`src/rtl/hash_search_pkg.sv`:
```
`default_nettype none

package hash_search_pkg;

    localparam int pattern_w    = 8;
    localparam int nibble_w     = 4;
    localparam int store_depth  = 256;
    localparam int index_w      = 8;
    localparam int bucket_count = 16;
    localparam int bucket_slots = 16;
    localparam int slot_w       = 4;
    localparam int fill_w       = 5;    // 0 to bucket_slots.
    localparam int dist_w       = 4;    // 0 to pattern_w.
    localparam int rank_depth   = 3;
    localparam int count_w      = 2;    // 0 to rank_depth.

    localparam int state_w = 3;
    localparam logic [state_w-1:0] st_idle    = 3'd0;
    localparam logic [state_w-1:0] st_scan_lo = 3'd1;
    localparam logic [state_w-1:0] st_scan_hi = 3'd2;
    localparam logic [state_w-1:0] st_drain   = 3'd3;
    localparam logic [state_w-1:0] st_finish  = 3'd4;

    // one byte, or its two hash keys.
    typedef union packed {
        logic [pattern_w-1:0] word;
        struct packed {
            logic [nibble_w-1:0] hi;
            logic [nibble_w-1:0] lo;
        } nib;
    } pattern_word_t;

endpackage

`default_nettype wire

```
`src/rtl/pattern_store.sv`:
```
`timescale 1ns/10ps
`default_nettype none

module pattern_store (
    input  logic                                  clk,
    input  logic                                  store_write,
    input  logic [hash_search_pkg::index_w-1:0]   write_index,
    input  logic [hash_search_pkg::pattern_w-1:0] write_data,
    input  logic [hash_search_pkg::index_w-1:0]   read_index,
    output logic [hash_search_pkg::pattern_w-1:0] read_data
);

    logic [hash_search_pkg::pattern_w-1:0] mem [hash_search_pkg::store_depth];

    always_ff @(posedge clk)
    begin
        if (store_write)
        begin
            mem[write_index] <= write_data;
        end
        read_data <= mem[read_index];    // pattern arrives one cycle after its slot.
    end

endmodule

`default_nettype wire

```
`config.mk`:
```
export PLATFORM = sky130hd
export DESIGN_NAME = pattern_store
export DESIGN_NICKNAME = d
export VERILOG_FILES = /design/src/rtl/hash_search_pkg.sv /design/src/rtl/pattern_store.sv
export SDC_FILE = /design/constraint.sdc
export NUM_CORES = 2
export LEC_CHECK = 0
export BUFFER_PORTS_ARGS = -buffer_cell sky130_fd_sc_hd__buf_4
export CAP_MARGIN = 30
export CORE_ASPECT_RATIO = 1.4
export CORE_MARGIN = 10
export CORE_UTILIZATION = 25
export DETAILED_ROUTE_END_ITERATION = 16
export GPL_TIMING_DRIVEN = 0
export SYNTH_ARGS = -nofsm -noshare
export SYNTH_HDL_FRONTEND = slang
export SYNTH_SLANG_ARGS = --single-unit
```
`constraint.sdc`:
```
create_clock -name clk -period 5.1 [get_ports clk]
set_input_delay 0 -clock clk [delete_from_list [all_inputs] [get_ports clk]]
set_output_delay 0 -clock clk [all_outputs]
set_load 0.03 [all_outputs]
```
# Word level (Yosys, flattened, before mapping)
# Memory sizes are Yosys's and may differ from the RTL's. A register that Yosys moved wholly into a read port is not among the register bits.
# Cells that the tools add are included.
[totals] register_bits=0 ram_bits=2048 input_bits=26 out_inout_bits=8 word_cells=3 memories=1
[memory_table] memory="mem" words=256 word_bits=8 rd=1 rd_clocked_by_memory_dff=1 write_ports=1 line="pattern_store.sv:13" source="logic [hash_search_pkg::pattern_w-1:0] mem [hash_search_pkg::store_depth];"
[classes] n_mux=2
[op_table] cell="1-bit two-way mux" n=2

# Depth between registers and ports, before layout
[logic_depth] ltp_word=2 ltp_mapped=11 ltp_nobuf=6

# Worst setup path after synthesis
# No wires, ideal clock.
[synth_path] path_kind="in2reg" from="input port read_index[0] (netlist name)" to="register read_data[2] (netlist name) (read register of mem)" setup_ns=0.131 arrival_time_ns=1.807 required_ns=4.969 path_slack_ns=3.162 path_stages=9 path_buffers=4 cell_sequence="buf_6 > buf_12 > buf_8 > buf_2 > mux4_2 > a22oi_1 > a21oi_1 > nor4_1 > nor4_2"
[synth_rtl] element="start: declaration" line="pattern_store.sv:9" source="input logic [hash_search_pkg::index_w-1:0] read_index,"
[synth_rtl] element="end: declaration" line="pattern_store.sv:10" source="output logic [hash_search_pkg::pattern_w-1:0] read_data"

==> results.json <==
{
  "post_drt_wl_per_cell_um": 29.99,
  "fp.dieW_um": 496.8,
  "dr.pass1.iters": 8,
  "wl_met1_mm": 82.82,
  "synth_seq_cells": 2056,
  "cts.sinks": 2056,
  "synthSimpleGateAreaFrac_pct": 2.628,
  "num-fill-cells": 30990,
  "power_density_mw_per_mm2": 378.6,
  "slew_headroom_pct": 22.39,
  "synth-edff-count": 2048,
  "synth_top_family_by_area": "multiplexers",
  "route.detailed.drc": 0,
  "cts_post_setup_buffers_inserted": 0,
  "synth.distinct_cells": 55,
  "grt-ovfl-total": 0,
  "pwr-share-clk_pct": 40.6,
  "synth_cells": 3733,
  "tns_ns": 0,
  "antenna_found_initial": 27,
  "cp.required_ns": 5.77,
  "syn_to_final_growth_pct": 15.91,
  "yosys_most_used_dff": "edfxtp_1",
  "dp_hpwl_mm": 173.8,
  "end_kind": "register",
  "skew_ns": 0.03170,
  "grt_first_pass_wirelength_mm": 342.4,
  "drv_cap": 0,
  "yosysWarnings": 0,
  "grt_pass1_vias": 41740,
  "yosys.area_share.adder_pct": 0,
  "hold_viol_final": 0,
  "gp_congestion": 0.9738,
  "whs_ns": 0.07902,
  "final_cell_mix": "edfxtp_1 (2048), mux4_2 (454), nor2_1 (282), clkbuf_16 (190), mux2i_1 (134)",
  "synth_area_sq_mm": 0.07956,
  "layout.nets": 4057,
  "ant_nets": 0,
  "period_share_pct": 72.88,
  "drtIter0Drc": 5378,
  "final_area_sq_mm": 0.09221,
  "async_flop_share_pct": 0,
  "synthesis.nets": 3759,
  "p_int_w": 0.02716,
  "switching_share_pct": 22.21,
  "grt_max_degree": 174,
  "regArea_sq_mm": 0.06166,
  "cts_tree": "done",
  "core-area_sq_mm": 0.3176,
  "crit_arrival_ns": 4.38,
  "cts_resized": 0,
  "setup.worst_path.start": "read_index[2]",
  "synth-compound-area-share_pct": 3.419,
  "via_per_inst": 4.872,
  "r2r-start": "mem[83][3]$_DFFE_PP_",
  "die_y_um": 687.5,
  "cts.clk_slew.worst_paths_ns": 0.07,
  "top_layer_used": "met5",
  "cts-root-buf": "clkbuf_16",
  "wirelength_mm": 251.4,
  "irDropWorstVdd_v": 0.0002793,
  "status": "completed",
  "cts.htree.levels": 4,
  "p_total_w": 0.03491,
  "path_max_fanout": 11,
  "route.met2.wl_mm": 124.3,
  "io_pins": 34,
  "final_common_cell": "edfxtp_1",
  "drv_slew": 0,
  "clock_latency_ns": 0.84,
  "min_from": "write_index[3]",
  "die_area_sq_mm": 0.3415,
  "rsz0062_at_grt": "no",
  "ys_seq_area_share_pct": 77.50,
  "p_sw_w": 0.007753,
  "setup_viol": 0,
  "wl_met3_mm": 21.59,
  "drive_above_1_share_pct": 22.66,
  "ctsHoldBuffers": 14,
  "synth-xor-area-share_pct": 0,
  "power_leakage_nw": 27.64,
  "vias": 40830,
  "grtUsageTotal_pct": 14.29,
  "port_buffers": 26,
  "avgSynthCellArea_sq_um": 21.31,
  "combPwrFrac_pct": 6.1,
  "hold_path_class": "input pin to register",
  "numCtsBuffers": 189,
  "cts_buffer_depth": 4,
  "synthMuxAreaShare_pct": 14.62,
  "rows": 245,
  "seqPwrFrac_pct": 53.4,
  "worstMarginPinSlew_ns": 1.155,
  "finalCriticalPeriod_ns": 3.717,
  "start_util_pct": 25.05,
  "start_kind": "input pin",
  "path_class": "input pin to register",
  "postPlaceCellArea_sq_mm": 0.08598,
  "multi_input_area_sq_mm": 0.01647,
  "fmax_mhz": 269.0
}
-- routing by layer --
metal / GRT usage, % / vias up
li1: - / 16290
met1: 15.53 / 21620
met2: 24.20 / 2219
met3: 3.199 / 681
met4: 10.90 / 16
met5: 0 / -
-- kinds of logic (layout without fill, tap and decap cells) --
kind of cell / Yosys count / count (layout)
other: 0 / 12
AOI/OAI and AO/OA: 385 / 385
muxes: 591 / 591
buffers and inverters: 235 / 672
DFF: 2056 / 2056
and+or+nand+nor: 466 / 466
-- through the flow --
| stage | cells | worst slack [ns] | util [%] |
|---|---|---|---|
| finish | 8381 | 1.383 | 29.04 |
| global route | 8370 | 1.489 | 29.03 |
| CTS | 8363 | 1.541 | 29.01 |
| detailed placement | 8019 | 0.6600 | 27.07 |
| global placement | 7958 | -0.1631 | 26.77 |
| floorplan | 3733 | 3.162 | - |
-- state kept, by name, summed over array words and instances (netlist names) --
| register | count |
|---|---|
| read_data | 8 |
| mem | 2048 |
-- power groups by stage --
| stage | logic [W] | registers, W | clock network [W] |
|---|---|---|---|
| 5_1_grt | 0.00215 | 0.0186 | 0.0149 |
| 3_3_place_gp | 0.00196 | 0.0190 | 0 |
| 4_1_cts | 0.00209 | 0.0186 | 0.0143 |
| 2_1_floorplan | 0.000905 | 0.0190 | 0 |
| 6_report | 0.00211 | 0.0186 | 0.0142 |
| 3_5_place_dp | 0.00207 | 0.0190 | 0 |
-- synth_stat cells, drive strengths merged (27+ instances only) --
library cell,n,area [sq um]
edfxtp,2048,61500
nor2,282,1059
mux4,456,10280
nor2b,31,193.9
a22oi,133,998.5
a21oi,96,480.5
buf,122,1032
o221ai,47,417.9
mux2i,134,1341
nand3,34,170.2
o22ai,28,175.2
nand2,33,123.9
nor4,27,187.7
clkbuf,111,416.7
-- critical path, cell delays in order --
cell and delay, ns:
buf_4 0.15, buf_2 0.50, and2_1 0.21, buf_1 0.79, clkbuf_1 0.83, a22oi_1 0.27
a21oi_1 0.71, nor3_1 0.16, nor4_2 0.69
-- cell type report --
class / count / area share, %
flip-flops and latches: 2056 / 66.87
multi-input cells: 1442 / 17.86
well taps: 4199 / 5.697
clock buffers: 215 / 5.258
plain buffers: 233 / 1.605
repair buffers: 107 / 1.427
clock inverters: 115 / 1.248
diodes: 12 / 0.03256
inverters: 2 / 0.008141
-- path summary, 6_finish.rpt --
kind | to | slack [ns] | depth (start not counted)
hold reg to reg | read_data[5]$_DFF_P_ | 1.31 | 7
hold / removal | mem[156][7]$_DFFE_PP_ | 0.08 | 3
setup reg to reg | read_data[3]$_DFF_P_ | 1.54 | 7
setup / recovery | read_data[0]$_DFF_P_ | 1.38 | 9
(Power assumes the default switching activity.)
