--- src/rtl/hash_search_pkg.sv ---
`default_nettype none

package hash_search_pkg;

    localparam int pattern_w    = 8;
    localparam int nibble_w     = 4;
    localparam int store_depth  = 256;
    localparam int index_w      = 8;
    localparam int bucket_count = 16;
    localparam int bucket_slots = 16;
    localparam int slot_w       = 4;
    localparam int fill_w       = 5;    // 0 to bucket_slots.
    localparam int dist_w       = 4;    // 0 to pattern_w.
    localparam int rank_depth   = 3;
    localparam int count_w      = 2;    // 0 to rank_depth.

    localparam int state_w = 3;
    localparam logic [state_w-1:0] st_idle    = 3'd0;
    localparam logic [state_w-1:0] st_scan_lo = 3'd1;
    localparam logic [state_w-1:0] st_scan_hi = 3'd2;
    localparam logic [state_w-1:0] st_drain   = 3'd3;
    localparam logic [state_w-1:0] st_finish  = 3'd4;

    // one byte, or its two hash keys.
    typedef union packed {
        logic [pattern_w-1:0] word;
        struct packed {
            logic [nibble_w-1:0] hi;
            logic [nibble_w-1:0] lo;
        } nib;
    } pattern_word_t;

endpackage

`default_nettype wire

--- src/rtl/distance_rank.sv ---
`timescale 1ns/10ps
`default_nettype none

module distance_rank (
    input  logic                                  clk,
    input  logic                                  reset,
    input  logic [hash_search_pkg::pattern_w-1:0] query_data,
    input  logic                                  candidate_valid,
    input  logic                                  candidate_high,
    input  logic [hash_search_pkg::pattern_w-1:0] candidate,
    input  logic                                  rank_clear,
    input  logic                                  rank_finish,
    output logic [hash_search_pkg::count_w-1:0]   match_count,
    output logic [hash_search_pkg::pattern_w-1:0] match0,
    output logic [hash_search_pkg::pattern_w-1:0] match1,
    output logic [hash_search_pkg::pattern_w-1:0] match2,
    output logic [hash_search_pkg::dist_w-1:0]    dist0,
    output logic [hash_search_pkg::dist_w-1:0]    dist1,
    output logic [hash_search_pkg::dist_w-1:0]    dist2
);

    hash_search_pkg::pattern_word_t         query_word;
    hash_search_pkg::pattern_word_t         cand_word;
    logic [hash_search_pkg::pattern_w-1:0]  diff;
    logic [hash_search_pkg::dist_w-1:0]     cand_dist;
    logic                                   high_q;
    logic                                   take;
    logic [hash_search_pkg::count_w-1:0]    keep_count;
    logic [hash_search_pkg::pattern_w-1:0]  keep_pat [hash_search_pkg::rank_depth];
    logic [hash_search_pkg::dist_w-1:0]     keep_dist [hash_search_pkg::rank_depth];
    logic [hash_search_pkg::rank_depth-1:0] beats;    // candidate ranks at or above entry i.
    logic [hash_search_pkg::rank_depth-1:0] lands;    // candidate is written into entry i.

    assign query_word = query_data;
    assign cand_word  = candidate;
    assign diff       = query_word.word ^ cand_word.word;

    always_comb
    begin
        cand_dist = '0;
        for (int i = 0; i < hash_search_pkg::pattern_w; i++)
        begin
            cand_dist = cand_dist + {{(hash_search_pkg::dist_w-1){1'b0}}, diff[i]};
        end
    end

    // the high flag follows the slot, so it trails by one cycle to meet the pattern.
    always_ff @(posedge clk)
    begin
        if (reset)
        begin
            high_q <= 1'b0;
        end
        else
        begin
            high_q <= candidate_high;
        end
    end

    // a high-bucket entry with our low nibble was already seen in the low bucket.
    assign take = candidate_valid && !(high_q && (cand_word.nib.lo == query_word.nib.lo));

    always_comb
    begin
        for (int i = 0; i < hash_search_pkg::rank_depth; i++)
        begin
            beats[i] = (i >= keep_count) || (cand_dist < keep_dist[i]);    // strict, ties stay.
        end
        lands[0] = beats[0];
        for (int i = 1; i < hash_search_pkg::rank_depth; i++)
        begin
            lands[i] = beats[i] && !beats[i-1];
        end
    end

    always_ff @(posedge clk)
    begin
        if (reset || rank_clear)
        begin
            keep_count <= '0;
        end
        else if (take && (keep_count < hash_search_pkg::rank_depth))
        begin
            keep_count <= keep_count + 1'b1;
        end
    end

    always_ff @(posedge clk)
    begin
        if (take)
        begin
            if (lands[0])
            begin
                keep_pat[0]  <= candidate;
                keep_dist[0] <= cand_dist;
            end
            for (int i = 1; i < hash_search_pkg::rank_depth; i++)
            begin
                if (lands[i])
                begin
                    keep_pat[i]  <= candidate;
                    keep_dist[i] <= cand_dist;
                end
                else if (beats[i])
                begin
                    keep_pat[i]  <= keep_pat[i-1];    // shift down past the new entry.
                    keep_dist[i] <= keep_dist[i-1];
                end
            end
        end
    end

    always_ff @(posedge clk)
    begin
        if (reset)
        begin
            match_count <= '0;
        end
        else if (rank_finish)
        begin
            match_count <= keep_count;
        end
    end

    always_ff @(posedge clk)
    begin
        if (rank_finish)
        begin
            match0 <= keep_pat[0];
            match1 <= keep_pat[1];
            match2 <= keep_pat[2];
            dist0  <= keep_dist[0];
            dist1  <= keep_dist[1];
            dist2  <= keep_dist[2];
        end
    end

endmodule

`default_nettype wire

--- config.mk ---
export PLATFORM = sky130hd
export DESIGN_NAME = distance_rank
export DESIGN_NICKNAME = d
export VERILOG_FILES = /design/src/rtl/hash_search_pkg.sv /design/src/rtl/distance_rank.sv
export SDC_FILE = /design/constraint.sdc
export NUM_CORES = 1
export LEC_CHECK = 0
export BUFFER_PORTS_ARGS = -buffer_cell sky130_fd_sc_hd__buf_2
export CAP_MARGIN = 25
export CORE_MARGIN = 3
export CORE_UTILIZATION = 25
export DETAILED_ROUTE_END_ITERATION = 10
export GPL_TIMING_DRIVEN = 0
export SLEW_MARGIN = 20
export SYNTH_ARGS = -nofsm -noshare
export SYNTH_HDL_FRONTEND = slang
export SYNTH_SLANG_ARGS = --single-unit
export TNS_END_PERCENT = 20
--- constraint.sdc ---
create_clock -name clk -period 9 [get_ports clk]
set_clock_uncertainty 0.15 [all_clocks]
set_input_delay 0.9 -clock clk [delete_from_list [all_inputs] [get_ports clk]]
set_output_delay 0.9 -clock clk [all_outputs]
set_load 0.01 [all_outputs]
# After elaboration in Yosys (flattened, before gate mapping)
# Memory sizes are Yosys's and may differ from the RTL's. A register that Yosys moved wholly into a read port is not among the register bits.
# Cells that the tools add are included.
[totals] register_bits=33 ramBits=36 input_bits=22 output_inout_bits=38 wordCells=64 mem_count=2
[memory_table] name="keep_pat" depth=3 word_bits=8 read_ports=3 rd_ports_with_merged_regs=1 wr=3 line="distance_rank.sv:29" source="logic [hash_search_pkg::pattern_w-1:0] keep_pat [hash_search_pkg::rank_depth];"
[memory_table] name="keep_dist" depth=3 word_bits=4 read_ports=3 rd_ports_with_merged_regs=0 wr=3 line="distance_rank.sv:30" source="logic [hash_search_pkg::dist_w-1:0] keep_dist [hash_search_pkg::rank_depth];"
[op_classes] addsub=8 order_cmp=7 n_eq_ne=1 n_mux=21 bitwise=5 n_reduce_logical=12
[op_table] op="1-bit 2-to-1 mux" n=17
[op_table] op="4-bit by 1-bit adder with 4-bit output" n=4
[op_table] op="8-bit 2-to-1 mux" n=2
[op_table] op="4-bit less-than comparator" n=3
[op_table] op="4-bit 2-to-1 mux" n=2
[op_table] op="8-bit XOR" n=1
[op_table] op="1-bit logical AND" n=5
[op_table] op="3-bit by 1-bit adder with 4-bit output" n=1
[op_table] op="4-bit == test" n=1
[op_table] op="1-bit by 2-bit >= comparator with 1-bit output, first input constant" n=2
[op_table] op="1-bit logical OR" n=4
[op_table] op="1-bit OR" n=4
[op_table] op="2-bit by 1-bit adder with 3-bit output" n=1
[op_table] op="1-bit zero test" n=3
[op_table] op="1-bit by 1-bit adder with 2-bit output" n=1
[op_table] op="2-bit by 1-bit adder with 2-bit output, second input constant" n=1
[op_table] op="2-bit >= comparator, first input constant" n=1
[op_table] op="2-bit less-than comparator, second input constant" n=1

# Logic depth before layout (Yosys ltp)
[logic_depth] depth_word=16 ltp_mapped=17 mapped_depth_nobuf=16

# Worst setup path after synthesis
# Ideal clock, no wire load.
[synth_timing] path_type="input to register" from="input query_data[3] (netlist name)" to="memory keep_dist[1][0] (netlist name) (data pin)" setup_time_ns=0.260 arrival_ns=5.220 required_ns=8.590 setup_slack_ns=3.370 stages=17 n_path_buf=1 cell_sequence="xor2_1 -> inv_1 -> fa_1 -> inv_1 -> fa_1 -> inv_1 -> fa_1 -> inv_1 -> ha_1 -> fa_1 -> xor2_1 -> ha_1 -> o21ai_1 -> a2111oi_4 -> nor3_4 -> buf_12 -> mux2_4"
[synth_lines] item="start, declared" line="distance_rank.sv:7" source="input logic [hash_search_pkg::pattern_w-1:0] query_data,"
[synth_lines] item="end, declared" line="distance_rank.sv:30"

==> impl_metrics.toml <==
[worst_setup_path]
cp-end-kind = "flop"
path_class = "primary input to flop"
worst-endpoint-arrival_ps = 5800
path_max_fanout = 10
crit_path_start_kind = "primary input"
cp.required_ps = 8930

[min_path]
hold_class = "flop to flop"

[place]
portBuffers = 59
place_area_um2 = 3860
dp.final_hpwl_um = 4450
place_inst = 415
place_congestion = 0.714

[power]
p_leak_uw = 0.00168
p_sw_share_pct = 26.5
p_clk_share_pct = 31.9
ir_drop_mv = 0.107
powerDensity_nw_per_um2 = 281
pwr-share-comb_pct = 25.3
internal_power_uw = 860
p_seq_share_pct = 42.7
p_switching_uw = 310

[layout]
diodes = 0
area_growth_pct = 24.7
final_common_cell = "edfxtp_1"
most-common-layout-cells = "edfxtp_1, buf_2, inv_1, mux2_4, ha_1"
fin_nets = 296
fillCellCount = 1246
stdcell_area_um2 = 4170
final_core_util_pct = 32.4
layout.cells.non_filler = 431
drive_above_1_share_pct = 41.7

[clock_network]
clkSlewWorstSetupHoldPaths_ps = 50
cts_buffers = 9
root_buffer = "clkbuf_16"
post-cts-setup-buffers = 0
cts_tree = "yes"
htree_levels = 3
cts_hold_buf = 0
cts_resized = 0
clk_latency_ps = 330
cts_buffer_depth = 2
clkSinkCount = 77

[timing]
finalMaxSlewViolations = 0
slew_headroom_pct = 40.6
setup-violations-final = 0
fmax_ghz = 0.170
rsz0062_at_grt = "false"
worstMarginPinSlew_ps = 891
finalHoldViolCount = 0
setup_tns_ps = 0
post-route-period-util_pct = 65.2
period_minus_slack_ps = 5870

[floorplanning]
io_pins = 60
die_area_um2 = 14800
coreArea_um2 = 12900
num_rows = 41
chipHeight_um = 122
die_w_um = 122
start_util_pct = 26.0

[route]
ant_nets = 0
num_vias = 1688
wirelength_um = 6370
dr.pass1.iters = 4
drc = 0
routedWlPerCell_um = 14.8
drt_iter0_drc = 86
via_per_inst = 3.92

[yosys]
synth_seq_area_share_pct = 67.6
yosysUniqueCellTypes = 25
syn_area_um2 = 3350
synthesis.nets = 226
synth_area_per_cell_um2 = 18.2
synthFlopType = "edfxtp_1"
synthArstFlopShare_pct = 0
synth_edf_count = 72
ys_ff_latch = 77
syn-instance-count = 184
synth_warnings = 0

[grt]
grt_start_max_net_pins = 39
grt_pass1_wl_um = 9720
grt_pass1_vias = 1738
overflow = 0
antenna_found_initial = 1
track_usage_pct = 9.07

[status]
outcome = "completed"

[flow_run]
drv_cap = 0
## metal layers
layer | vias up | part of all wire, % | wire, µm | GRT usage [%]
met1 | 801 | 47 | 3010 | 11.9
met3 | 11 | 5.0 | 320 | 2.18
li1 | 824 | - | - | -
met2 | 50 | 45 | 2860 | 13.5
met5 | - | 0.14 | 9 | 0
met4 | 2 | 2.7 | 174 | 5.67
## worst max-delay path, cell delays in order
cell	delay (ps)
buf_2	130
xor2_1	390
inv_1	110
fa_1	490
inv_1	50
fa_1	520
inv_1	50
fa_1	530
inv_1	40
ha_1	210
fa_1	380
xor2_1	400
ha_1	310
o21ai_1	120
a2111oi_4	560
nor3_4	90
buf_6	200
mux2_4	300
## sequential cells by signal (all words and copies together), names as in the netlist
signal	flops
keep_count	2
match2	8
dist2	4
match1	8
high_q	1
match0	8
keep_pat	24
dist0	4
keep_dist	12
match_count	2
dist1	4
## power by group through the flow
| stage | clock [µW] | combinational, µW | sequential, µW |
|---|---|---|---|
| floorplan | 0 | 216 | 509 |
| global placement | 0 | 295 | 506 |
| detailed placement | 0 | 300 | 508 |
| CTS | 382 | 303 | 502 |
| global route | 395 | 330 | 509 |
| finish | 374 | 297 | 500 |
## per-stage QoR
stage	hold WS, ps	power [µW]	worst slack [ps]
6_report	267	1170	3130
5_1_grt	274	1230	2790
4_1_cts	269	1190	3110
3_5_place_dp	255	808	2800
3_3_place_gp	250	801	2550
2_1_floorplan	250	724	3370
## kinds of logic after synthesis
family	synth area share [%]
fa+ha+maj	8.38
flops	67.6
xor+xnor	2.62
buf+inv	3.18
simple gates	3.25
mux	11.2
compound gates	3.74
## Yosys cell counts (3+ instances only)
cell type	number	area [µm²]
dfxtp_1	5	100
edfxtp_1	72	2160
fa_1	4	80.1
ha_1	16	200
inv_1	20	75.1
mux2_2	4	45.0
mux2_4	20	300
mux2i_1	3	30.0
nor2_1	6	22.5
nor3_1	5	25.0
o21ai_0	3	15.0
xnor2_1	5	43.8
xor2_1	5	43.8
## path summary, 6_finish.rpt
check / start / endpoint / slack, ps / cells after the start
setup / recovery: candidate[3] / keep_pat[2][4] / 3130 / 18
hold / removal: keep_pat[2][5] / match2[5] / 270 / 0
setup reg to reg: keep_dist[2][1] / keep_pat[2][4] / 6570 / 7
hold reg to reg: keep_pat[2][5] / match2[5] / 270 / 0
## layout make-up
cell class	count	area [µm²]	area share (%)
tap	172	215	5.16
buffer	2	31.3	0.750
clock inverter	5	75.1	1.80
multi-input combinational	85	985	23.6
clock buffer	11	233	5.58
sequential	77	2260	54.2
inverter	20	75.1	1.80
timing repair buffer	59	295	7.08
No activity file was read; power rests on OpenSTA's default activity.
