==> src/rtl/hash_search_pkg.sv <==
`default_nettype none

package hash_search_pkg;

    localparam int pattern_w    = 8;
    localparam int nibble_w     = 4;
    localparam int store_depth  = 256;
    localparam int index_w      = 8;
    localparam int bucket_count = 16;
    localparam int bucket_slots = 16;
    localparam int slot_w       = 4;
    localparam int fill_w       = 5;    // 0 to bucket_slots.
    localparam int dist_w       = 4;    // 0 to pattern_w.
    localparam int rank_depth   = 3;
    localparam int count_w      = 2;    // 0 to rank_depth.

    localparam int state_w = 3;
    localparam logic [state_w-1:0] st_idle    = 3'd0;
    localparam logic [state_w-1:0] st_scan_lo = 3'd1;
    localparam logic [state_w-1:0] st_scan_hi = 3'd2;
    localparam logic [state_w-1:0] st_drain   = 3'd3;
    localparam logic [state_w-1:0] st_finish  = 3'd4;

    // one byte, or its two hash keys.
    typedef union packed {
        logic [pattern_w-1:0] word;
        struct packed {
            logic [nibble_w-1:0] hi;
            logic [nibble_w-1:0] lo;
        } nib;
    } pattern_word_t;

endpackage

`default_nettype wire

==> src/rtl/search_fsm.sv <==
`timescale 1ns/10ps
`default_nettype none

module search_fsm (
    input  logic                                  clk,
    input  logic                                  reset,
    input  logic                                  load_valid,
    input  logic                                  query_start,
    input  logic [hash_search_pkg::pattern_w-1:0] query_data,
    input  logic [hash_search_pkg::fill_w-1:0]    fill_lo,
    input  logic [hash_search_pkg::fill_w-1:0]    fill_hi,
    input  logic                                  active,
    input  logic                                  last,
    output logic                                  store_write,
    output logic [hash_search_pkg::index_w-1:0]   write_index,
    output logic                                  entry_full,
    output logic [hash_search_pkg::pattern_w-1:0] query_key,
    output logic                                  count_start,
    output logic [hash_search_pkg::fill_w-1:0]    count_fill,
    output logic                                  scan_high,
    output logic                                  candidate_valid,
    output logic                                  rank_clear,
    output logic                                  rank_finish,
    output logic                                  busy,
    output logic                                  done
);

    logic [hash_search_pkg::state_w-1:0] state;
    logic setup;       // first query cycle, fill counts now follow query_key.
    logic query_ok;
    logic lo_done;
    logic hi_empty;

    assign busy        = (state != hash_search_pkg::st_idle) || done;
    assign query_ok    = !busy && query_start;
    assign store_write = !busy && load_valid && !entry_full;
    assign rank_clear  = query_ok;
    assign rank_finish = (state == hash_search_pkg::st_finish);

    assign hi_empty = (fill_hi == '0);
    assign lo_done  = setup ? (fill_lo == '0) : last;

    // the counter runs the low bucket, then is reloaded for the high one.
    assign count_start = (state == hash_search_pkg::st_scan_lo) && (setup || lo_done);
    assign count_fill  = lo_done ? fill_hi : fill_lo;

    always_ff @(posedge clk)
    begin
        if (reset)
        begin
            write_index <= '0;
            entry_full  <= 1'b0;
        end
        else if (store_write)
        begin
            {entry_full, write_index} <= {1'b0, write_index} + 1'b1;
        end
    end

    always_ff @(posedge clk)
    begin
        if (query_ok)
        begin
            query_key <= query_data;
        end
    end

    always_ff @(posedge clk)
    begin
        if (reset)
        begin
            state           <= hash_search_pkg::st_idle;
            setup           <= 1'b0;
            scan_high       <= 1'b0;
            candidate_valid <= 1'b0;
            done            <= 1'b0;
        end
        else
        begin
            setup           <= query_ok;
            candidate_valid <= active;    // lines up with the store read.
            done            <= (state == hash_search_pkg::st_finish);
            case (state)
                hash_search_pkg::st_idle:
                begin
                    if (query_ok)
                    begin
                        state     <= hash_search_pkg::st_scan_lo;
                        scan_high <= 1'b0;
                    end
                end
                hash_search_pkg::st_scan_lo:
                begin
                    if (lo_done && hi_empty)
                    begin
                        state <= hash_search_pkg::st_drain;
                    end
                    else if (lo_done)
                    begin
                        state     <= hash_search_pkg::st_scan_hi;
                        scan_high <= 1'b1;
                    end
                end
                hash_search_pkg::st_scan_hi:
                begin
                    if (last)
                    begin
                        state <= hash_search_pkg::st_drain;
                    end
                end
                hash_search_pkg::st_drain:
                begin
                    state <= hash_search_pkg::st_finish;    // last candidate is ranked here.
                end
                default:
                begin
                    state <= hash_search_pkg::st_idle;
                end
            endcase
        end
    end

endmodule

`default_nettype wire

==> config.mk <==
export PLATFORM = sky130hd
export DESIGN_NAME = search_fsm
export DESIGN_NICKNAME = d
export VERILOG_FILES = /design/src/rtl/hash_search_pkg.sv /design/src/rtl/search_fsm.sv
export SDC_FILE = /design/constraint.sdc
export NUM_CORES = 1
export LEC_CHECK = 0
export ABC_CLOCK_PERIOD_IN_PS = 1610
export BUFFER_PORTS_ARGS = -buffer_cell sky130_fd_sc_hd__buf_2
export CAP_MARGIN = 20
export CORE_ASPECT_RATIO = 1.1
export CORE_UTILIZATION = 44
export CTS_CLUSTER_SIZE = 24
export DETAILED_ROUTE_END_ITERATION = 10
export GPL_TIMING_DRIVEN = 0
export PLACE_DENSITY = 0.87
export REMOVE_ABC_BUFFERS = 1
export SYNTH_ARGS = -nofsm -noshare
export SYNTH_HDL_FRONTEND = slang
export SYNTH_SLANG_ARGS = --single-unit
==> constraint.sdc <==
create_clock -name clk -period 1.61 [get_ports clk]
set_input_delay 0.322 -clock clk [delete_from_list [all_inputs] [get_ports clk]]
set_output_delay 0.322 -clock clk [all_outputs]
set_load 0.05 [all_outputs]
== Word-level counts from Yosys, hierarchy flattened ==
Index checks and enable logic that the tools add are counted.

* Memory bits (writable): 0
* Memories: 0
* Input bits: 24
* Bits in registers: 24
* Word-level logic and storage cells: 45
* ROM bits: 0
* Bits in latches: 0

* Div/mod/pow operators: 0
* Mux-type cells: 11
* Add/sub/neg operators: 1
* Multipliers: 0
* Shift-type cells: 0
* Reduce and logical (&&, ||, !) cells: 16
* Equal/unequal tests: 9
* Bitwise logic cells: 0
* Order comparisons: 0

{| class="wikitable"
|+ Operators by type and width
! operator !! number
|-
| 2-to-1 mux 3 bit || 4
|-
| case mux 3 bit (4 select lines) || 1
|-
| zero test 5 bit || 2
|-
| adder 8 x 1 -> 9 bit, second input constant || 1
|-
| != test 2 bit, second input constant || 4
|-
| == test 3 x 2 -> 1 bit, second input constant || 2
|-
| logical AND 1 bit || 5
|-
| 2-to-1 mux 5 bit || 1
|-
| 2-to-1 mux 1 bit || 4
|-
| AND reduction 4 bit || 1
|-
| == test 3 x 1 -> 1 bit, second input constant || 1
|-
| == test 3 bit, second input constant || 1
|-
| zero test 3 bit || 1
|-
| != test 3 x 2 -> 1 bit, second input constant || 1
|-
| AND reduction 3 bit || 1
|-
| nonzero test 3 bit || 1
|-
| zero test 1 bit || 2
|-
| logical OR 1 bit || 2
|-
| case mux 1 bit (2 select lines) || 1
|-
| nonzero test 2 bit || 1
|}

== Depth between registers and ports, before layout ==
* Word-level depth: 6
* Mapped depth: 5

== Worst setup path after synthesis ==
No wires, ideal clock.

* Path type: flip-flop to output port
* Start: reg state[1] (netlist bit)
* End: out count_start
* Stages on the path, launching flop included: 3
* Arrival time: 1,623 ps
* Required time: 1,288 ps
* Path buffers: 0
* Setup slack: -335 ps
* Path through: dfxtp_1 > nand2b_1 > nor3_1

* Cells in the longest elaborated chain, start to end: 2

{| class="wikitable"
|+ Ends and longest elaborated chain
! what !! RTL line !! source
|-
| from (decl) || search_fsm.sv:28 || <nowiki>logic [hash_search_pkg::state_w-1:0] state;</nowiki>
|-
| from (signal assigned) || search_fsm.sv:72 || <nowiki>state <= hash_search_pkg::st_idle;</nowiki>
|-
| from (signal assigned) || search_fsm.sv:88 || <nowiki>state <= hash_search_pkg::st_scan_lo;</nowiki>
|-
| from (signal assigned) || search_fsm.sv:96 || <nowiki>state <= hash_search_pkg::st_drain;</nowiki>
|-
| == test 3 x 1 -> 1 bit || search_fsm.sv:44 || <nowiki>assign count_start = (state == hash_search_pkg::st_scan_lo) && (setup || lo_done);</nowiki>
|-
| logical AND 1 bit || search_fsm.sv:44 ||
|-
| to (decl) || search_fsm.sv:18 || <nowiki>output logic count_start,</nowiki>
|}

No other way between the ends.

== Final worst setup path ==
* Start: reg setup
* End: out count_fill[1] (netlist bit)

* Cells in the longest elaborated chain, start to end: 2

{| class="wikitable"
|+ Ends and longest elaborated chain
! what !! RTL line !! source
|-
| from (decl) || search_fsm.sv:29 || <nowiki>logic setup;</nowiki>
|-
| from (signal assigned) || search_fsm.sv:80 || <nowiki>setup <= query_ok;</nowiki>
|-
| 2-to-1 mux 1 bit || search_fsm.sv:41 || <nowiki>assign lo_done = setup ? (fill_lo == '0) : last;</nowiki>
|-
| 2-to-1 mux 5 bit || search_fsm.sv:45 || <nowiki>assign count_fill = lo_done ? fill_hi : fill_lo;</nowiki>
|-
| to (decl) || search_fsm.sv:19 || <nowiki>output logic [hash_search_pkg::fill_w-1:0] count_fill,</nowiki>
|}

No other way between the ends.

==> report_table.html <==
<table>
<tr><th>Metric</th><th>Value</th></tr>
<tr><th colspan="2">Run status</th></tr>
<tr><td>Status</td><td>finished, violations left</td></tr>
<tr><td>Violated checks</td><td>negative setup slack</td></tr>
<tr><th colspan="2">Global route</th></tr>
<tr><td>Sum of overflow across all layers after global routing</td><td>0</td></tr>
<tr><td>Vias in the first global route</td><td>877</td></tr>
<tr><td>Number of antenna violations at the first check in global routing</td><td>0</td></tr>
<tr><td>Pin count of the biggest net entering global routing</td><td>18</td></tr>
<tr><td>Global Route Usage Sum</td><td>21.37%</td></tr>
<tr><td>Global-route wire length before repair</td><td>4250 microns</td></tr>
<tr><th colspan="2">CTS</th></tr>
<tr><td>Num CTS Buffers</td><td>3</td></tr>
<tr><td>Clock Sink Count</td><td>24</td></tr>
<tr><td>H-tree depth reported by CTS</td><td>1</td></tr>
<tr><td>Buffer type at the clock tree root</td><td>sky130_fd_sc_hd__clkbuf_4</td></tr>
<tr><td>Clock-pin slew of the registers on the worst-case setup and hold paths</td><td>0.13 ns</td></tr>
<tr><td>Clk_lat worst skew</td><td>0.31 ns</td></tr>
<tr><td>Maximum buffer depth of the clock tree</td><td>2</td></tr>
<tr><td>TritonCTS clock tree</td><td>built</td></tr>
<tr><td>Cts hold-fix bufs</td><td>0</td></tr>
<tr><th colspan="2">Drt</th></tr>
<tr><td>First-pass iteration count of the detailed router</td><td>5</td></tr>
<tr><td>Residual DRC count</td><td>0</td></tr>
<tr><td>Wire length reported by the detailed router</td><td>2954 microns</td></tr>
<tr><td>Routed length per instance</td><td>14.92 microns</td></tr>
<tr><td>ANT nets after route</td><td>0</td></tr>
<tr><td>Routed via count</td><td>1021</td></tr>
<tr><td>Via/cell ratio</td><td>5.157</td></tr>
<tr><td>Initial drt markers</td><td>31</td></tr>
<tr><th colspan="2">Power and ir drop</th></tr>
<tr><td>Switching power</td><td>0.5529 mW</td></tr>
<tr><td>Internal cell power</td><td>1.010 mW</td></tr>
<tr><td>Worst-case vdd ir drop</td><td>0.6005 mV</td></tr>
<tr><td>Total power divided by cell area</td><td>926.6 nW/um^2</td></tr>
<tr><td>Portion of total power attributed to sequential cells</td><td>44.6%</td></tr>
<tr><td>Comb pwr share</td><td>38.2%</td></tr>
<tr><td>Sw frac</td><td>35.38%</td></tr>
<tr><td>LEAKAGE</td><td>0.7987 nW</td></tr>
<tr><td>Part of the total power dissipated in the clock network</td><td>17.2%</td></tr>
<tr><th colspan="2">Final layout</th></tr>
<tr><td>Multi-input combinational cell area</td><td>531.8 sq um</td></tr>
<tr><td>Layout Utilization</td><td>74.15%</td></tr>
<tr><td>Cell area after layout</td><td>1687 sq um</td></tr>
<tr><td>Number of nets at the end of the flow</td><td>194</td></tr>
<tr><td>Commonest cells after routing, fill and taps aside</td><td>sky130_fd_sc_hd__buf_2, sky130_fd_sc_hd__buf_4, sky130_fd_sc_hd__nor2_1</td></tr>
<tr><td>Share of final-layout standard cells stronger than drive strength 1</td><td>60.71%</td></tr>
<tr><td>Area taken by flip-flops and latches</td><td>578.1 sq um</td></tr>
<tr><td>Most common library cell in the layout ignoring fill and taps</td><td>sky130_fd_sc_hd__buf_2</td></tr>
<tr><td>Non-Filler Instances</td><td>198</td></tr>
<tr><td>Fill cells</td><td>145</td></tr>
<tr><td>Area growth from synthesis to final layout</td><td>56.74%</td></tr>
<tr><td>Inserted Diodes</td><td>0</td></tr>
<tr><th colspan="2">Timing</th></tr>
<tr><td>Max Freq</td><td>0.5353 GHz</td></tr>
<tr><td>Final Hold Violating Endpoints</td><td>0</td></tr>
<tr><td>Final worst-path setup slack</td><td>-0.2583 ns</td></tr>
<tr><td>Tmin final</td><td>1.868 ns</td></tr>
<tr><td>Worst setup skew after layout</td><td>0.003667 ns</td></tr>
<tr><td>Count of final max-slew check failures</td><td>0</td></tr>
<tr><td>Setup TNS Final</td><td>-1.461 ns</td></tr>
<tr><td>Slew @ Worst Pin</td><td>0.3514 ns</td></tr>
<tr><td>Max-slew headroom at the worst pin</td><td>76.27%</td></tr>
<tr><td>Period Utilization, post-route</td><td>116.0%</td></tr>
<tr><td>Final setup violation count</td><td>8</td></tr>
<tr><td>Setup repair after global routing missed its margin</td><td>yes</td></tr>
<tr><th colspan="2">Die</th></tr>
<tr><td>Core ar.</td><td>2275 sq um</td></tr>
<tr><td>X dimension of the die</td><td>49.15 microns</td></tr>
<tr><td>Y dimension of the die</td><td>53.87 microns</td></tr>
<tr><td>Initial core utilization</td><td>47.30%</td></tr>
<tr><td>Area of the die</td><td>2647 sq um</td></tr>
<tr><td>Number of I/O pins</td><td>54</td></tr>
<tr><td>Placement row count</td><td>18</td></tr>
<tr><th colspan="2">Logic synthesis</th></tr>
<tr><td>Netlist area before placement</td><td>1076 sq um</td></tr>
<tr><td>Share of flip-flops with an asynchronous set or reset</td><td>0%</td></tr>
<tr><td>Netlist cell types</td><td>35</td></tr>
<tr><td>Number of standard cells after synthesis</td><td>95</td></tr>
<tr><td>Part of the Yosys area used for sequential elements</td><td>52.09%</td></tr>
<tr><td>Top flip-flop cell by instance count after synthesis</td><td>sky130_fd_sc_hd__dfxtp_1</td></tr>
<tr><td>Yosys warnings</td><td>0</td></tr>
<tr><td>Flops &amp; latches, synth</td><td>24</td></tr>
<tr><td>Syn avg cell area</td><td>11.33 sq um</td></tr>
<tr><td>Number of synthesized flops with an enable pin</td><td>8</td></tr>
<tr><th colspan="2">Placement</th></tr>
<tr><td>Quantity of I/O buffers inserted on ports</td><td>53</td></tr>
<tr><td>Half-perimeter wire length after detailed placement</td><td>1715 microns</td></tr>
<tr><td>Total placed instance area</td><td>1351 sq um</td></tr>
<tr><td>RePlAce Congestion</td><td>0.7405</td></tr>
<tr><td>Cell total after placement</td><td>175</td></tr>
<tr><th colspan="2">Critical path</th></tr>
<tr><td>Required time of the worst setup path</td><td>1.29 ns</td></tr>
<tr><td>Kind of critical path</td><td>reg2out</td></tr>
<tr><td>Arrival time at the worst endpoint</td><td>1.55 ns</td></tr>
<tr><td>CP Capture Type</td><td>output port</td></tr>
<tr><td>Peak fanout along the critical path</td><td>6</td></tr>
<tr><td>Crit start category</td><td>flop</td></tr>
<tr><th colspan="2">Flow run</th></tr>
<tr><td>Count of maximum capacitance violations</td><td>0</td></tr>
<tr><th colspan="2">Min path</th></tr>
<tr><td>Worst hold path class</td><td>in2reg</td></tr>
</table>
## cell usage after synthesis (2+ instances only)
cell,count,area share [%]
sky130_fd_sc_hd__inv_1,5,1.7
sky130_fd_sc_hd__buf_6,2,2.1
sky130_fd_sc_hd__edfxtp_1,8,22
sky130_fd_sc_hd__nor2_1,12,4.2
sky130_fd_sc_hd__nand4_1,4,2.3
sky130_fd_sc_hd__nor3_1,4,1.9
sky130_fd_sc_hd__a21oi_1,2,0.93
sky130_fd_sc_hd__dfxtp_1,16,30
sky130_fd_sc_hd__nor2b_1,2,1.2
sky130_fd_sc_hd__xor2_1,6,4.9
sky130_fd_sc_hd__nand3_1,2,0.93
sky130_fd_sc_hd__nand2b_1,2,1.2
sky130_fd_sc_hd__nand2_1,4,1.4
sky130_fd_sc_hd__mux2_1,5,5.2
## sequential cells by signal (all words and copies together) (netlist names)
name             count
candidate_valid      1
done                 1
write_index          8
query_key            8
entry_full           1
scan_high            1
state                3
setup                1
## critical path, stage by stage (launching register included)
cell and delay [ns]:
sky130_fd_sc_hd__dfxtp_4 0.40, sky130_fd_sc_hd__nor2b_4 0.05, sky130_fd_sc_hd__a31oi_4 0.28, sky130_fd_sc_hd__mux2_4 0.35, sky130_fd_sc_hd__buf_8 0.15
## routing by layer
layer,routed length [microns],share of wire (%),vias up,global-route usage [%]
li1,-,-,488,-
met1,1253,42,482,25.57
met2,1522,52,51,38.36
met3,178,6.0,0,4.520
met4,0,0,0,7.353
met5,0,0,-,0
## through the flow
step	total power [mW]	worst slack [ns]	hold WS [ns]
floorplan	1.006	-0.3346	0.3911
global placement	1.103	-0.2555	0.4757
detailed placement	1.111	-0.2906	0.4872
CTS	1.471	-0.2464	0.1780
global route	1.631	-0.3107	0.1572
finish	1.563	-0.2583	0.1798
## cell type report
| class | instances | share of cell area [%] |
|---|---|---|
| well taps | 30 | 2.226 |
| repair buffers | 72 | 29.01 |
| flip-flops and latches | 24 | 34.27 |
| clock buffers | 4 | 1.558 |
| multi-input cells | 63 | 31.53 |
| inverters | 5 | 1.409 |
## power groups by stage
stage,logic (mW),registers (mW),clock network [mW]
floorplan,0.198,0.808,0
global placement,0.396,0.707,0
detailed placement,0.402,0.709,0
CTS,0.508,0.694,0.269
global route,0.623,0.702,0.306
finish,0.597,0.697,0.268
## repair_timing
item                       CTS  global route
setup buffers                8            11
pin swaps                    3             6
cloned                       0             0
setup endpoints to repair   10            10
resized for setup           42            13
## logic make-up (layout without fill, tap and decap cells)
| logic type | Yosys count | in the layout | synth area share, % |
|---|---|---|---|
| simple gates | 42 | 42 | 25.70 |
| xor+xnor | 7 | 7 | 5.698 |
| buf+inv | 8 | 81 | 4.302 |
| flops | 24 | 24 | 52.09 |
| compound gates | 8 | 8 | 5.814 |
| mux | 5 | 5 | 5.232 |
| fa+ha+maj | 1 | 1 | 1.163 |
## path summary, 6_finish.rpt
kind	from	end	slack (ns)	depth (start not counted)
min	query_data[6]	query_key[6]	0.18	1
max	setup	count_fill[1]	-0.26	4
min reg2reg	state[2]	state[2]	0.51	1
max reg2reg	state[0]	scan_high	0.15	5
(Power assumes the default switching activity.)
