--- config.mk ---
export PLATFORM = sky130hd
export DESIGN_NAME = slot_counter
export DESIGN_NICKNAME = d
export VERILOG_FILES = /design/src/rtl/hash_search_pkg.sv /design/src/rtl/slot_counter.sv
export SDC_FILE = /design/constraint.sdc
export NUM_CORES = 1
export LEC_CHECK = 0
export BUFFER_PORTS_ARGS = -buffer_cell sky130_fd_sc_hd__buf_2
export CELL_PAD_IN_SITES_DETAIL_PLACEMENT = 0
export CELL_PAD_IN_SITES_GLOBAL_PLACEMENT = 1
export CORE_UTILIZATION = 36
export DETAILED_ROUTE_END_ITERATION = 10
export PLACE_DENSITY = 0.81
export SETUP_SLACK_MARGIN = 0.1
export SLEW_MARGIN = 40
export SYNTH_ARGS = -nofsm -noshare
export SYNTH_HDL_FRONTEND = slang
export SYNTH_SLANG_ARGS = --single-unit
--- constraint.sdc ---
create_clock -name clk -period 1.6 [get_ports clk]
set_clock_uncertainty 0.1 [all_clocks]
set_input_delay 0.16 -clock clk [delete_from_list [all_inputs] [get_ports clk]]
set_output_delay 0.16 -clock clk [all_outputs]
set_load 0.03 [all_outputs]
--- src/rtl/hash_search_pkg.sv ---
`default_nettype none

package hash_search_pkg;

    localparam int pattern_w    = 8;
    localparam int nibble_w     = 4;
    localparam int store_depth  = 256;
    localparam int index_w      = 8;
    localparam int bucket_count = 16;
    localparam int bucket_slots = 16;
    localparam int slot_w       = 4;
    localparam int fill_w       = 5;    // 0 to bucket_slots.
    localparam int dist_w       = 4;    // 0 to pattern_w.
    localparam int rank_depth   = 3;
    localparam int count_w      = 2;    // 0 to rank_depth.

    localparam int state_w = 3;
    localparam logic [state_w-1:0] st_idle    = 3'd0;
    localparam logic [state_w-1:0] st_scan_lo = 3'd1;
    localparam logic [state_w-1:0] st_scan_hi = 3'd2;
    localparam logic [state_w-1:0] st_drain   = 3'd3;
    localparam logic [state_w-1:0] st_finish  = 3'd4;

    // one byte, or its two hash keys.
    typedef union packed {
        logic [pattern_w-1:0] word;
        struct packed {
            logic [nibble_w-1:0] hi;
            logic [nibble_w-1:0] lo;
        } nib;
    } pattern_word_t;

endpackage

`default_nettype wire

--- src/rtl/slot_counter.sv ---
`timescale 1ns/10ps
`default_nettype none

module slot_counter (
    input  logic                               clk,
    input  logic                               reset,
    input  logic                               count_start,
    input  logic [hash_search_pkg::fill_w-1:0] count_fill,
    output logic [hash_search_pkg::slot_w-1:0] slot,
    output logic                               active,
    output logic                               last
);

    logic [hash_search_pkg::fill_w-1:0] fill_q;

    always_ff @(posedge clk)
    begin
        if (reset)
        begin
            slot   <= '0;
            fill_q <= '0;
            active <= 1'b0;
        end
        else if (count_start)
        begin
            slot   <= '0;
            fill_q <= count_fill;
            active <= (count_fill != '0);    // an empty bucket issues nothing.
        end
        else if (active)
        begin
            slot   <= slot + 1'b1;
            active <= !last;
        end
    end

    assign last = active && ({1'b0, slot} == fill_q - 1'b1);

endmodule

`default_nettype wire

Word level (Yosys, flattened, before mapping)
Cells that the tools add are included.
{"block": "op_classes", "eq_ne": 1, "mux": 2, "add_sub_neg": 2, "reduce_logical": 4}
{"cell": "$eq A4 B5 Y1", "count": 1}
{"cell": "$reduce_bool A5 Y1", "count": 1}
{"cell": "$sub A5 B1 Y5 const B", "count": 1}
{"cell": "$add A4 B1 Y4 const B", "count": 1}
{"cell": "$mux W1", "count": 2}
{"cell": "$reduce_or A2 Y1", "count": 1}
{"cell": "$logic_and A1 B1 Y1", "count": 1}
{"cell": "$logic_not A1 Y1", "count": 1}
{"block": "word_totals", "out_inout_bits": 6, "wordCells": 12, "regBits": 10}

Depth between registers and ports, before layout
Gate-level depths: netlist of run 1.
{"block": "depth", "depth_word": 6, "mapped_depth": 6}

Worst setup path after synthesis of run 1
OpenSTA, ideal clock, no wires.
{"block": "synth_path", "path_kind": "reg-to-output", "startpoint": "register fill_q[0] in the netlist's numbering", "endpoint": "output port last", "t_arrival_ps": 1379, "path_stages_with_launch": 7, "setup_slack_ps": -39, "path_cell_list": "dfxtp_1 -> inv_1 -> ha_1 -> xnor2_1 -> a21o_1 -> o21ai_2 -> and3_1"}
{"block": "synth_via", "elab_chain_len": 3}
{"element": "from (decl)", "line_no": "slot_counter.sv:14", "text": "logic [hash_search_pkg::fill_w-1:0] fill_q;"}
{"element": "from (signal assigned)", "line_no": "slot_counter.sv:27", "text": "fill_q <= count_fill;"}
{"element": "$sub A5 B1 Y5", "line_no": "slot_counter.sv:37", "text": "assign last = active && ({1'b0, slot} == fill_q - 1'b1);"}
{"element": "$eq A4 B5 Y1", "line_no": "slot_counter.sv:37"}
{"element": "$logic_and A1 B1 Y1", "line_no": "slot_counter.sv:37"}
{"element": "to (decl)", "line_no": "slot_counter.sv:11", "text": "output logic last"}
Every way passes these cells.

Final worst setup path of run 1
{"block": "layout_path", "startpoint": "register fill_q[1] in the netlist's numbering", "endpoint": "output port last"}
The elaborated chain is that of the path after synthesis.

==> results.cfg, run 1 <==
[status]
status = finished, violations left
violations = negative setup slack

[routing]
drcViolationCount = 0
firstDrtPassIters = 2
ant_nets = 0
num_vias = 481
routed_via_density = 4.91
drt_iter0_drc = 1
wl_microns = 1160
wl_per_cell_microns = 11.8

[worst_setup_path]
r2r_cells = 10
cp-start-kind = register
critPathTopFamily = flip-flops
endpoint_kind = output pin
crit_path_top_delay_cell = dfxtp_2
crit_start = fill_q[1]
cp.buffers_inverters = 2
reg2reg_to = active
cp-endpoint = last
cp.arrival_ns = 1.52
r2r-start = fill_q[1]
worst-path-stages = 7
path_cells = inv_2 -> ha_4 -> xnor2_1 -> a21o_1 -> o21ai_2 -> and3_4 -> buf_6
cp.required_ns = 1.34
path_class = register to output pin
cp_slowest_stage_delay_ns = 0.33
cp_max_fo = 4
reg2reg_slack_ns = -0.13

[timing]
finalHoldViolations = 0
finalSetupTns_ns = -0.301
worst_pin_slew_ns = 0.300
rsz0062_at_grt = true
finalCritPeriodShare_pct = 111
max-slew-margin-rel_pct = 80.0
drv_slew = 0
timing.final.ws_setup_ns = -0.176
finalSetupViolations = 2
fin_crit_ns = 1.78
holdWs_ns = 0.0561
timing.fmax_mhz = 563

[power_and_ir_drop]
p_total_w = 0.000598
p_leak_nw = 0.339
powerDensity_nw_per_um2 = 831
ir_drop_mv = 0.494

[floorplanning]
dieArea_sq_um = 1690
placementRows = 13
die_w_microns = 41.1
dieHeight_microns = 41.1
start_util_pct = 40.2
ios = 14
core-area_sq_um = 1370

[clock_network]
postCtsHoldBufs = 0
cts_sinks = 10
cts.path.max_buffers = 2
cts_tree = built
root_buffer = clkbuf_4
clk_pin_slew_ns = 0.06
clock_latency_ns = 0.26
cts_buffers = 3
h-tree-depth = 1

[placed_design]
hpwl_microns = 815
globalplace.congestion = 0.719
io_buffers = 13
placed_cell_area_sq_um = 637

[layout]
drive_gt1_share_pct = 39.8
most-common-layout-cells = 12 x buf_2, 9 x nor2_1, 8 x buf_4
area_growth_pct = 31.0
design_area_sq_um = 719
final_nets = 95
diodes = 0
final_common_cell = buf_2

[global_route]
grt_pass1_wl_microns = 1900
grt_usage_pct = 18.3
grt-ovfl-total = 0
grt_max_degree = 12
antenna_found_initial = 0
grt_pass1_vias = 458

[yosys]
syn_area_per_cell_sq_um = 8.72
synth_seq_cells = 10
synth_edf_count = 0
synthTopCellsByArea = dfxtp_1 36%, mux2i_1 11%, xnor2_1 6.4%
synthArstFlopShare_pct = 0
netlist_area_sq_um = 549
synth_top_area_cell = dfxtp_1
synth_top_area_share_pct = 36.4
ys_types = 22
synth_ff_type = dfxtp_1
synth_warnings = 0
post_synth_inst_count = 63
synth.net_count = 73
yosysSeqAreaShare_pct = 36.4

[min_path]
min_path_type = input pin to register

[job]
max-cap-violations = 0
worst min-delay path by stage:
stage	startpoint	slack, ns	end	depth (start not counted)
6_report	count_fill[1]	0.06	fill_q[1]	3
2_1_floorplan	count_fill[0]	0.21	fill_q[0]	2
5_1_grt	count_fill[3]	0.06	fill_q[3]	3
3_5_place_dp	count_fill[4]	0.32	fill_q[4]	3
4_1_cts	count_fill[4]	0.06	fill_q[4]	3
3_3_place_gp	count_fill[4]	0.31	fill_q[4]	3
synth_stat cells (2+ instances only):
master and instances:
mux2i_1 6, buf_2 2, nand4_1 2, inv_1 2, dfxtp_1 10, xor2_1 4
ha_1 2, nand2_1 4, a21oi_1 2, nor3_1 6, nor2_1 9, xnor2_1 4
kinds of logic (layout without fill, tap and decap cells):
family / Yosys count / after routing / synth area share, %
compound gates: 7 / 7 / 8.66
xor+xnor: 8 / 8 / 12.8
fa+ha+maj: 2 / 2 / 4.56
buf+inv: 6 / 26 / 6.61
flops: 10 / 10 / 36.4
mux: 6 / 6 / 10.9
simple gates: 24 / 24 / 20.0
power by group:
part	internal, W	leakage [nW]	switching [W]	total, W
Combinational	0.0000781	0.242	0.0000702	0.000148
Sequential	0.000264	0.0833	0.0000204	0.000284
Clock	0.0000865	0.0138	0.0000789	0.000165
Total	0.000428	0.339	0.000170	0.000598
what timing repair did:
action / 4_1_cts / 5_1_grt
endpoints found under the setup margin: 1 / 2
gates resized for setup: 6 / 1
setup buffers: 4 / 1
pin swaps: 5 / 3
per-layer routing:
metal	vias up	track usage [%]	routed length, microns	part of all wire (%)
met5	-	0	0	0
met4	0	15.0	37	3.2
met3	6	6.52	40	3.4
met2	11	27.3	529	46
met1	211	20.5	552	48
li1	253	-	-	-
per-stage QoR:
step	worst slack, ns	cells	util [%]
after global routing	-0.235	98	52.7
after global placement	-0.00210	90	46.6
after detailed placement	-0.0157	90	46.6
after floorplan	0.120	63	-
after CTS	-0.205	97	51.7
final	-0.176	98	52.7
worst reg2reg max path, stage by stage, from the launching register on:
cell and delay (ns):
dfxtp_2 0.33, inv_2 0.05, ha_4 0.16, xnor2_1 0.15, a21o_1 0.14, o21ai_2 0.06
buf_4 0.13, buf_4 0.12, buf_4 0.12, buf_4 0.12, o211ai_1 0.17
registers in the layout (all words and copies together), names as in the netlist:
register  count
active        1
fill_q        5
slot          4
cell type report:
class / count / area (sq um)
Fill cell: 135 / 647
Sequential cell: 10 / 204
Multi-Input combinational cell: 47 / 335
Clock buffer: 3 / 22.5
Inverter: 2 / 7.51
Tap cell: 15 / 18.8
Timing Repair Buffer: 21 / 131
Power figures use the tool's default switching activity.
==> inputs of run 2 (changes only) <==
--- a/config.mk
+++ b/config.mk
@@ -8,9 +8,9 @@
 export BUFFER_PORTS_ARGS = -buffer_cell sky130_fd_sc_hd__buf_2
 export CELL_PAD_IN_SITES_DETAIL_PLACEMENT = 0
 export CELL_PAD_IN_SITES_GLOBAL_PLACEMENT = 1
-export CORE_UTILIZATION = 36
+export CORE_UTILIZATION = 38
 export DETAILED_ROUTE_END_ITERATION = 10
-export PLACE_DENSITY = 0.81
+export PLACE_DENSITY = 0.85
 export SETUP_SLACK_MARGIN = 0.1
 export SLEW_MARGIN = 40
 export SYNTH_ARGS = -nofsm -noshare
==> constraint.sdc (replaced) <==
create_clock -name clk -period 2.2 [get_ports clk]
set_clock_uncertainty 0.1 [all_clocks]
set_input_delay 0.22 -clock clk [delete_from_list [all_inputs] [get_ports clk]]
set_output_delay 0.22 -clock clk [all_outputs]
set_load 0.03 [all_outputs]
==> results.cfg, run 2 (synthesis results as in run 1) <==
[layout]
fillers = 131
ff_latch_area_sq_um = 203
diodes = 0
drive_gt1_share_pct = 27.6
stdcell_count = 91
multi_input_area_sq_um = 315
top_register = fill_q
largest_reg_flops = 5
most-common-layout-cells = 12 x buf_2, 9 x nor2_1, 8 x dfxtp_1
final_common_cell = buf_2
final_nets = 87
reg.largest.list = fill_q: 5 flops, slot: 4 flops, active: 1 flops
area_growth_pct = 18.0

[power_and_ir_drop]
p_total_w = 0.000452
ir_drop_mv = 0.356
p_seq_share_pct = 45.7
comb_power_share_pct = 17.0
pwr-share-clk_pct = 37.2
powerDensity_nw_per_um2 = 698
p_leak_nw = 0.303
internal_power_w = 0.000328
power_switching_w = 0.000125
swShare_pct = 27.5

[worst_setup_path]
r2r_cells = 6
crit_path_top_delay_cell = dfxtp_2
endpoint_kind = output pin
r2r-start = fill_q[0]
cp.required_ns = 1.88
cp.arrival_ns = 1.63
crit_start = fill_q[0]
critPathTopFamily = flip-flops
cp_slowest_stage_delay_ns = 0.36
cp-start-kind = register
path_cells = inv_1 -> ha_2 -> xnor2_1 -> a21o_1 -> o21ai_2 -> and3_1 -> clkbuf_4
cp_max_fo = 4
cp.buffers_inverters = 2
worst-path-stages = 7
path_class = register to output pin

[timing]
finalSetupViolations = 0
max-slew-margin-rel_pct = 80.8
rsz0062_at_grt = false
drv_slew = 0
fin_crit_ns = 1.95
finalHoldViolations = 0
timing.fmax_mhz = 512
worst_pin_slew_ns = 0.287
finalSetupTns_ns = 0
finalCritPeriodShare_pct = 88.7

[clock_network]
clk_pin_slew_ns = 0.07
cts_sinks = 10
cts_buffers = 3
cts_setup_buffers = 0
clock_latency_ns = 0.26
cts.path.max_buffers = 2
h-tree-depth = 1
root_buffer = clkbuf_4
cts_tree = built
postCtsHoldBufs = 0

[global_route]
grt_pass1_wl_microns = 1790
grt_pass1_vias = 402
grt_max_degree = 12
grt-ovfl-total = 0
grt_usage_pct = 17.4
antenna_found_initial = 0

[floorplanning]
dieHeight_microns = 40.0
core-area_sq_um = 1320
placementRows = 13
ios = 14
start_util_pct = 41.7
die_w_microns = 40.0
dieArea_sq_um = 1600

[routing]
num_vias = 449
ant_nets = 0
wl_per_cell_microns = 11.5
drt_iter0_drc = 8
firstDrtPassIters = 2
drcViolationCount = 0
routed_via_density = 4.93
wl_microns = 1050

[status]
status = completed

[min_path]
hold_start = count_fill[4]
min_path_cells = 3
min_path_type = input pin to register

[placed_design]
hpwl_microns = 787
io_buffers = 13
globalplace.congestion = 0.728
place_inst = 87

[job]
max-cap-violations = 0
run 2: cell count changes in the layout (fill, tap and decap cells not counted), sizes merged:
cell / delta
buf: -9
clkbuf: +2
run 2: per-stage QoR:
stage                     setup WS [ns]  cell area [sq um]  hold slack (ns)  utilization (%)
final                             0.248                648            0.106             49.2
after global placement            0.463                604            0.368             45.9
after global routing              0.146                648            0.103             49.2
after floorplan                   0.501                549            0.267                -
after detailed placement          0.442                604            0.382             45.9
after CTS                         0.142                641            0.104             48.6
run 2: cell type report:
| type | instances | share of cell area, % |
|---|---|---|
| well taps | 15 | 2.90 |
| multi-input cells | 47 | 48.6 |
| inverters | 2 | 1.16 |
| flip-flops and latches | 10 | 31.3 |
| repair buffers | 13 | 10.4 |
| clock buffers | 4 | 5.60 |
run 2: power by group through the flow:
stage	Combinational (W)	Sequential, W	Clock (W)
3_3_place_gp	0.0000750	0.000210	0
3_5_place_dp	0.0000767	0.000210	0
4_1_cts	0.0000768	0.000206	0.000170
6_report	0.0000770	0.000207	0.000168
5_1_grt	0.0000866	0.000209	0.000184
2_1_floorplan	0.0000558	0.000212	0
run 2: what timing repair did:
action	in CTS	in global routing
hold endpoints to repair	0	0
resized for setup	0	4
setup endpoints to repair	0	1
run 2: path summary, 6_finish.rpt:
kind	to	slack (ns)
worst max-delay path	last	0.25
worst min-delay path	fill_q[4]	0.11
worst max register to register	active	0.83
worst min register to register	fill_q[1]	0.40
run 2: layer usage:
| metal | up-vias | part of all wire (%) | global-route usage, % |
|---|---|---|---|
| li1 | 241 | - | - |
| met1 | 199 | 53 | 23.7 |
| met2 | 9 | 44 | 25.0 |
| met3 | 0 | 3.3 | 5.00 |
| met4 | 0 | 0 | 7.76 |
| met5 | - | 0 | 0 |
run 2: worst reg2reg max path: stages, from the launching register on:
cell and delay (ns):
dfxtp_2 0.36, inv_1 0.05, ha_2 0.31, xor2_1 0.14, nand2_1 0.08, a21oi_1 0.14, o211ai_1 0.09
==> inputs of run 3 (changes only) <==
--- a/config.mk
+++ b/config.mk
@@ -8,9 +8,10 @@
 export BUFFER_PORTS_ARGS = -buffer_cell sky130_fd_sc_hd__buf_2
 export CELL_PAD_IN_SITES_DETAIL_PLACEMENT = 0
 export CELL_PAD_IN_SITES_GLOBAL_PLACEMENT = 1
+export CORE_MARGIN = 3
 export CORE_UTILIZATION = 38
 export DETAILED_ROUTE_END_ITERATION = 10
-export PLACE_DENSITY = 0.85
+export PLACE_DENSITY_LB_ADDON = 0.1
 export SETUP_SLACK_MARGIN = 0.1
 export SLEW_MARGIN = 40
 export SYNTH_ARGS = -nofsm -noshare
==> results.cfg, run 3 (synthesis results as in run 1) <==
[status]
status = completed

[worst_setup_path]
cp.required_ns = 1.88
crit_path_top_delay_cell = dfxtp_2
path_cells = inv_1 -> ha_2 -> xnor2_1 -> a21o_1 -> o21ai_2 -> and3_1 -> clkbuf_4
reg2reg_slack_ns = 0.80
path_class = register to output pin
reg2reg_to = active
r2r_cells = 6
endpoint_kind = output pin
cp_slowest_stage_delay_ns = 0.36
cp.buffers_inverters = 2
cp.arrival_ns = 1.63
r2r-start = fill_q[0]
cp-start-kind = register
critPathTopFamily = flip-flops
cp_max_fo = 4

[routing]
firstDrtPassIters = 4
num_vias = 450
ant_nets = 0
wl_per_cell_microns = 11.6
drt_iter0_drc = 11
drcViolationCount = 0
routed_via_density = 5.00
wl_microns = 1040

[global_route]
grt_pass1_vias = 407
antenna_found_initial = 0
grt-ovfl-total = 0
grt_max_degree = 12
grt_pass1_wl_microns = 1860
grt_usage_pct = 13.7

[timing]
finalCritPeriodShare_pct = 88.5
holdWs_ns = 0.109
rsz0062_at_grt = false
finalHoldViolations = 0
finalSetupTns_ns = 0
drv_slew = 0
worst_pin_slew_ns = 0.290
fin_crit_ns = 1.95
timing.fmax_mhz = 514
finalSetupViolations = 0
max-slew-margin-rel_pct = 80.7

[layout]
stdcell_count = 90
fillers = 148
area_growth_pct = 15.5
top_register = fill_q
diodes = 0
final_nets = 87
final_common_cell = buf_2
most-common-layout-cells = 12 x buf_2, 9 x nor2_1, 8 x dfxtp_1
drive_gt1_share_pct = 26.7
largest_reg_flops = 5
reg.largest.list = fill_q: 5 flops, slot: 4 flops, active: 1 flops

[placed_design]
place_inst = 87
hpwl_microns = 785
io_buffers = 13
globalplace.congestion = 0.748

[clock_network]
root_buffer = clkbuf_4
postCtsHoldBufs = 0
cts_tree = built
cts_sinks = 10
clk_pin_slew_ns = 0.06
h-tree-depth = 1
clock_latency_ns = 0.26
cts.path.max_buffers = 2
cts_buffers = 3

[floorplanning]
die_w_microns = 44.0
dieHeight_microns = 44.0
start_util_pct = 41.2
dieArea_sq_um = 1940
placementRows = 13
ios = 14
core-area_sq_um = 1330

[min_path]
min_to = fill_q[2]
hold_start = count_fill[2]
min_path_cells = 3
min_path_type = input pin to register

[power_and_ir_drop]
powerDensity_nw_per_um2 = 633
p_leak_nw = 0.296
ir_drop_mv = 0.378
p_total_w = 0.000402

[job]
max-cap-violations = 0
## run 3: cell types whose count changed in the layout (fill, tap and decap cells not counted), sizes merged
| cell | delta |
|---|---|
| clkbuf | -1 |
## run 3: repair_timing
item | CTS | global route
setup endpoints to repair | 0 | 1
gates resized for setup | 0 | 4
setup buffers | 0 | 0
## run 3: cell type report
type	count	area, sq um	share of cell area, %
clock buffer	3	22.5	3.55
tap	15	18.8	2.96
timing repair buffer	13	67.6	10.7
inverter	2	7.51	1.18
sequential	10	203	32.0
multi-input combinational	47	315	49.7
## run 3: worst max path at each step
stage               cells past startpoint    to  slack, ns       from
floorplan                               6  last       0.50  fill_q[0]
global placement                        7  last       0.46  fill_q[0]
detailed placement                      7  last       0.41  fill_q[0]
CTS                                     7  last       0.12  fill_q[0]
global route                            7  last       0.13  fill_q[0]
finish                                  7  last       0.25  fill_q[0]
## run 3: worst reg2reg max path: stages, from the launching register on
cell,delay [ns]
dfxtp_2,0.36
inv_1,0.05
ha_2,0.31
xor2_1,0.14
nand2_1,0.08
a21oi_1,0.15
o211ai_1,0.10
## run 3: report_power, final
part           internal, W  switching [W]   total, W
Clock            0.0000628      0.0000555   0.000118
Sequential        0.000192      0.0000151   0.000207
Combinational    0.0000355      0.0000411  0.0000765
## run 3: through the flow
step / util (%) / cell area, sq um / setup slack, ns
global placement: 45.3 / 604 / 0.463
CTS: 47.0 / 627 / 0.125
finish: 47.6 / 634 / 0.254
detailed placement: 45.3 / 604 / 0.409
global route: 47.6 / 634 / 0.125
floorplan: - / 549 / 0.501
## run 3: layer usage
layer	vias up	track usage, %	wire, microns
met4	0	7.23	10
met5	-	0	0
met1	199	18.0	521
met2	13	18.6	455
met3	2	6.10	55
li1	236	-	-
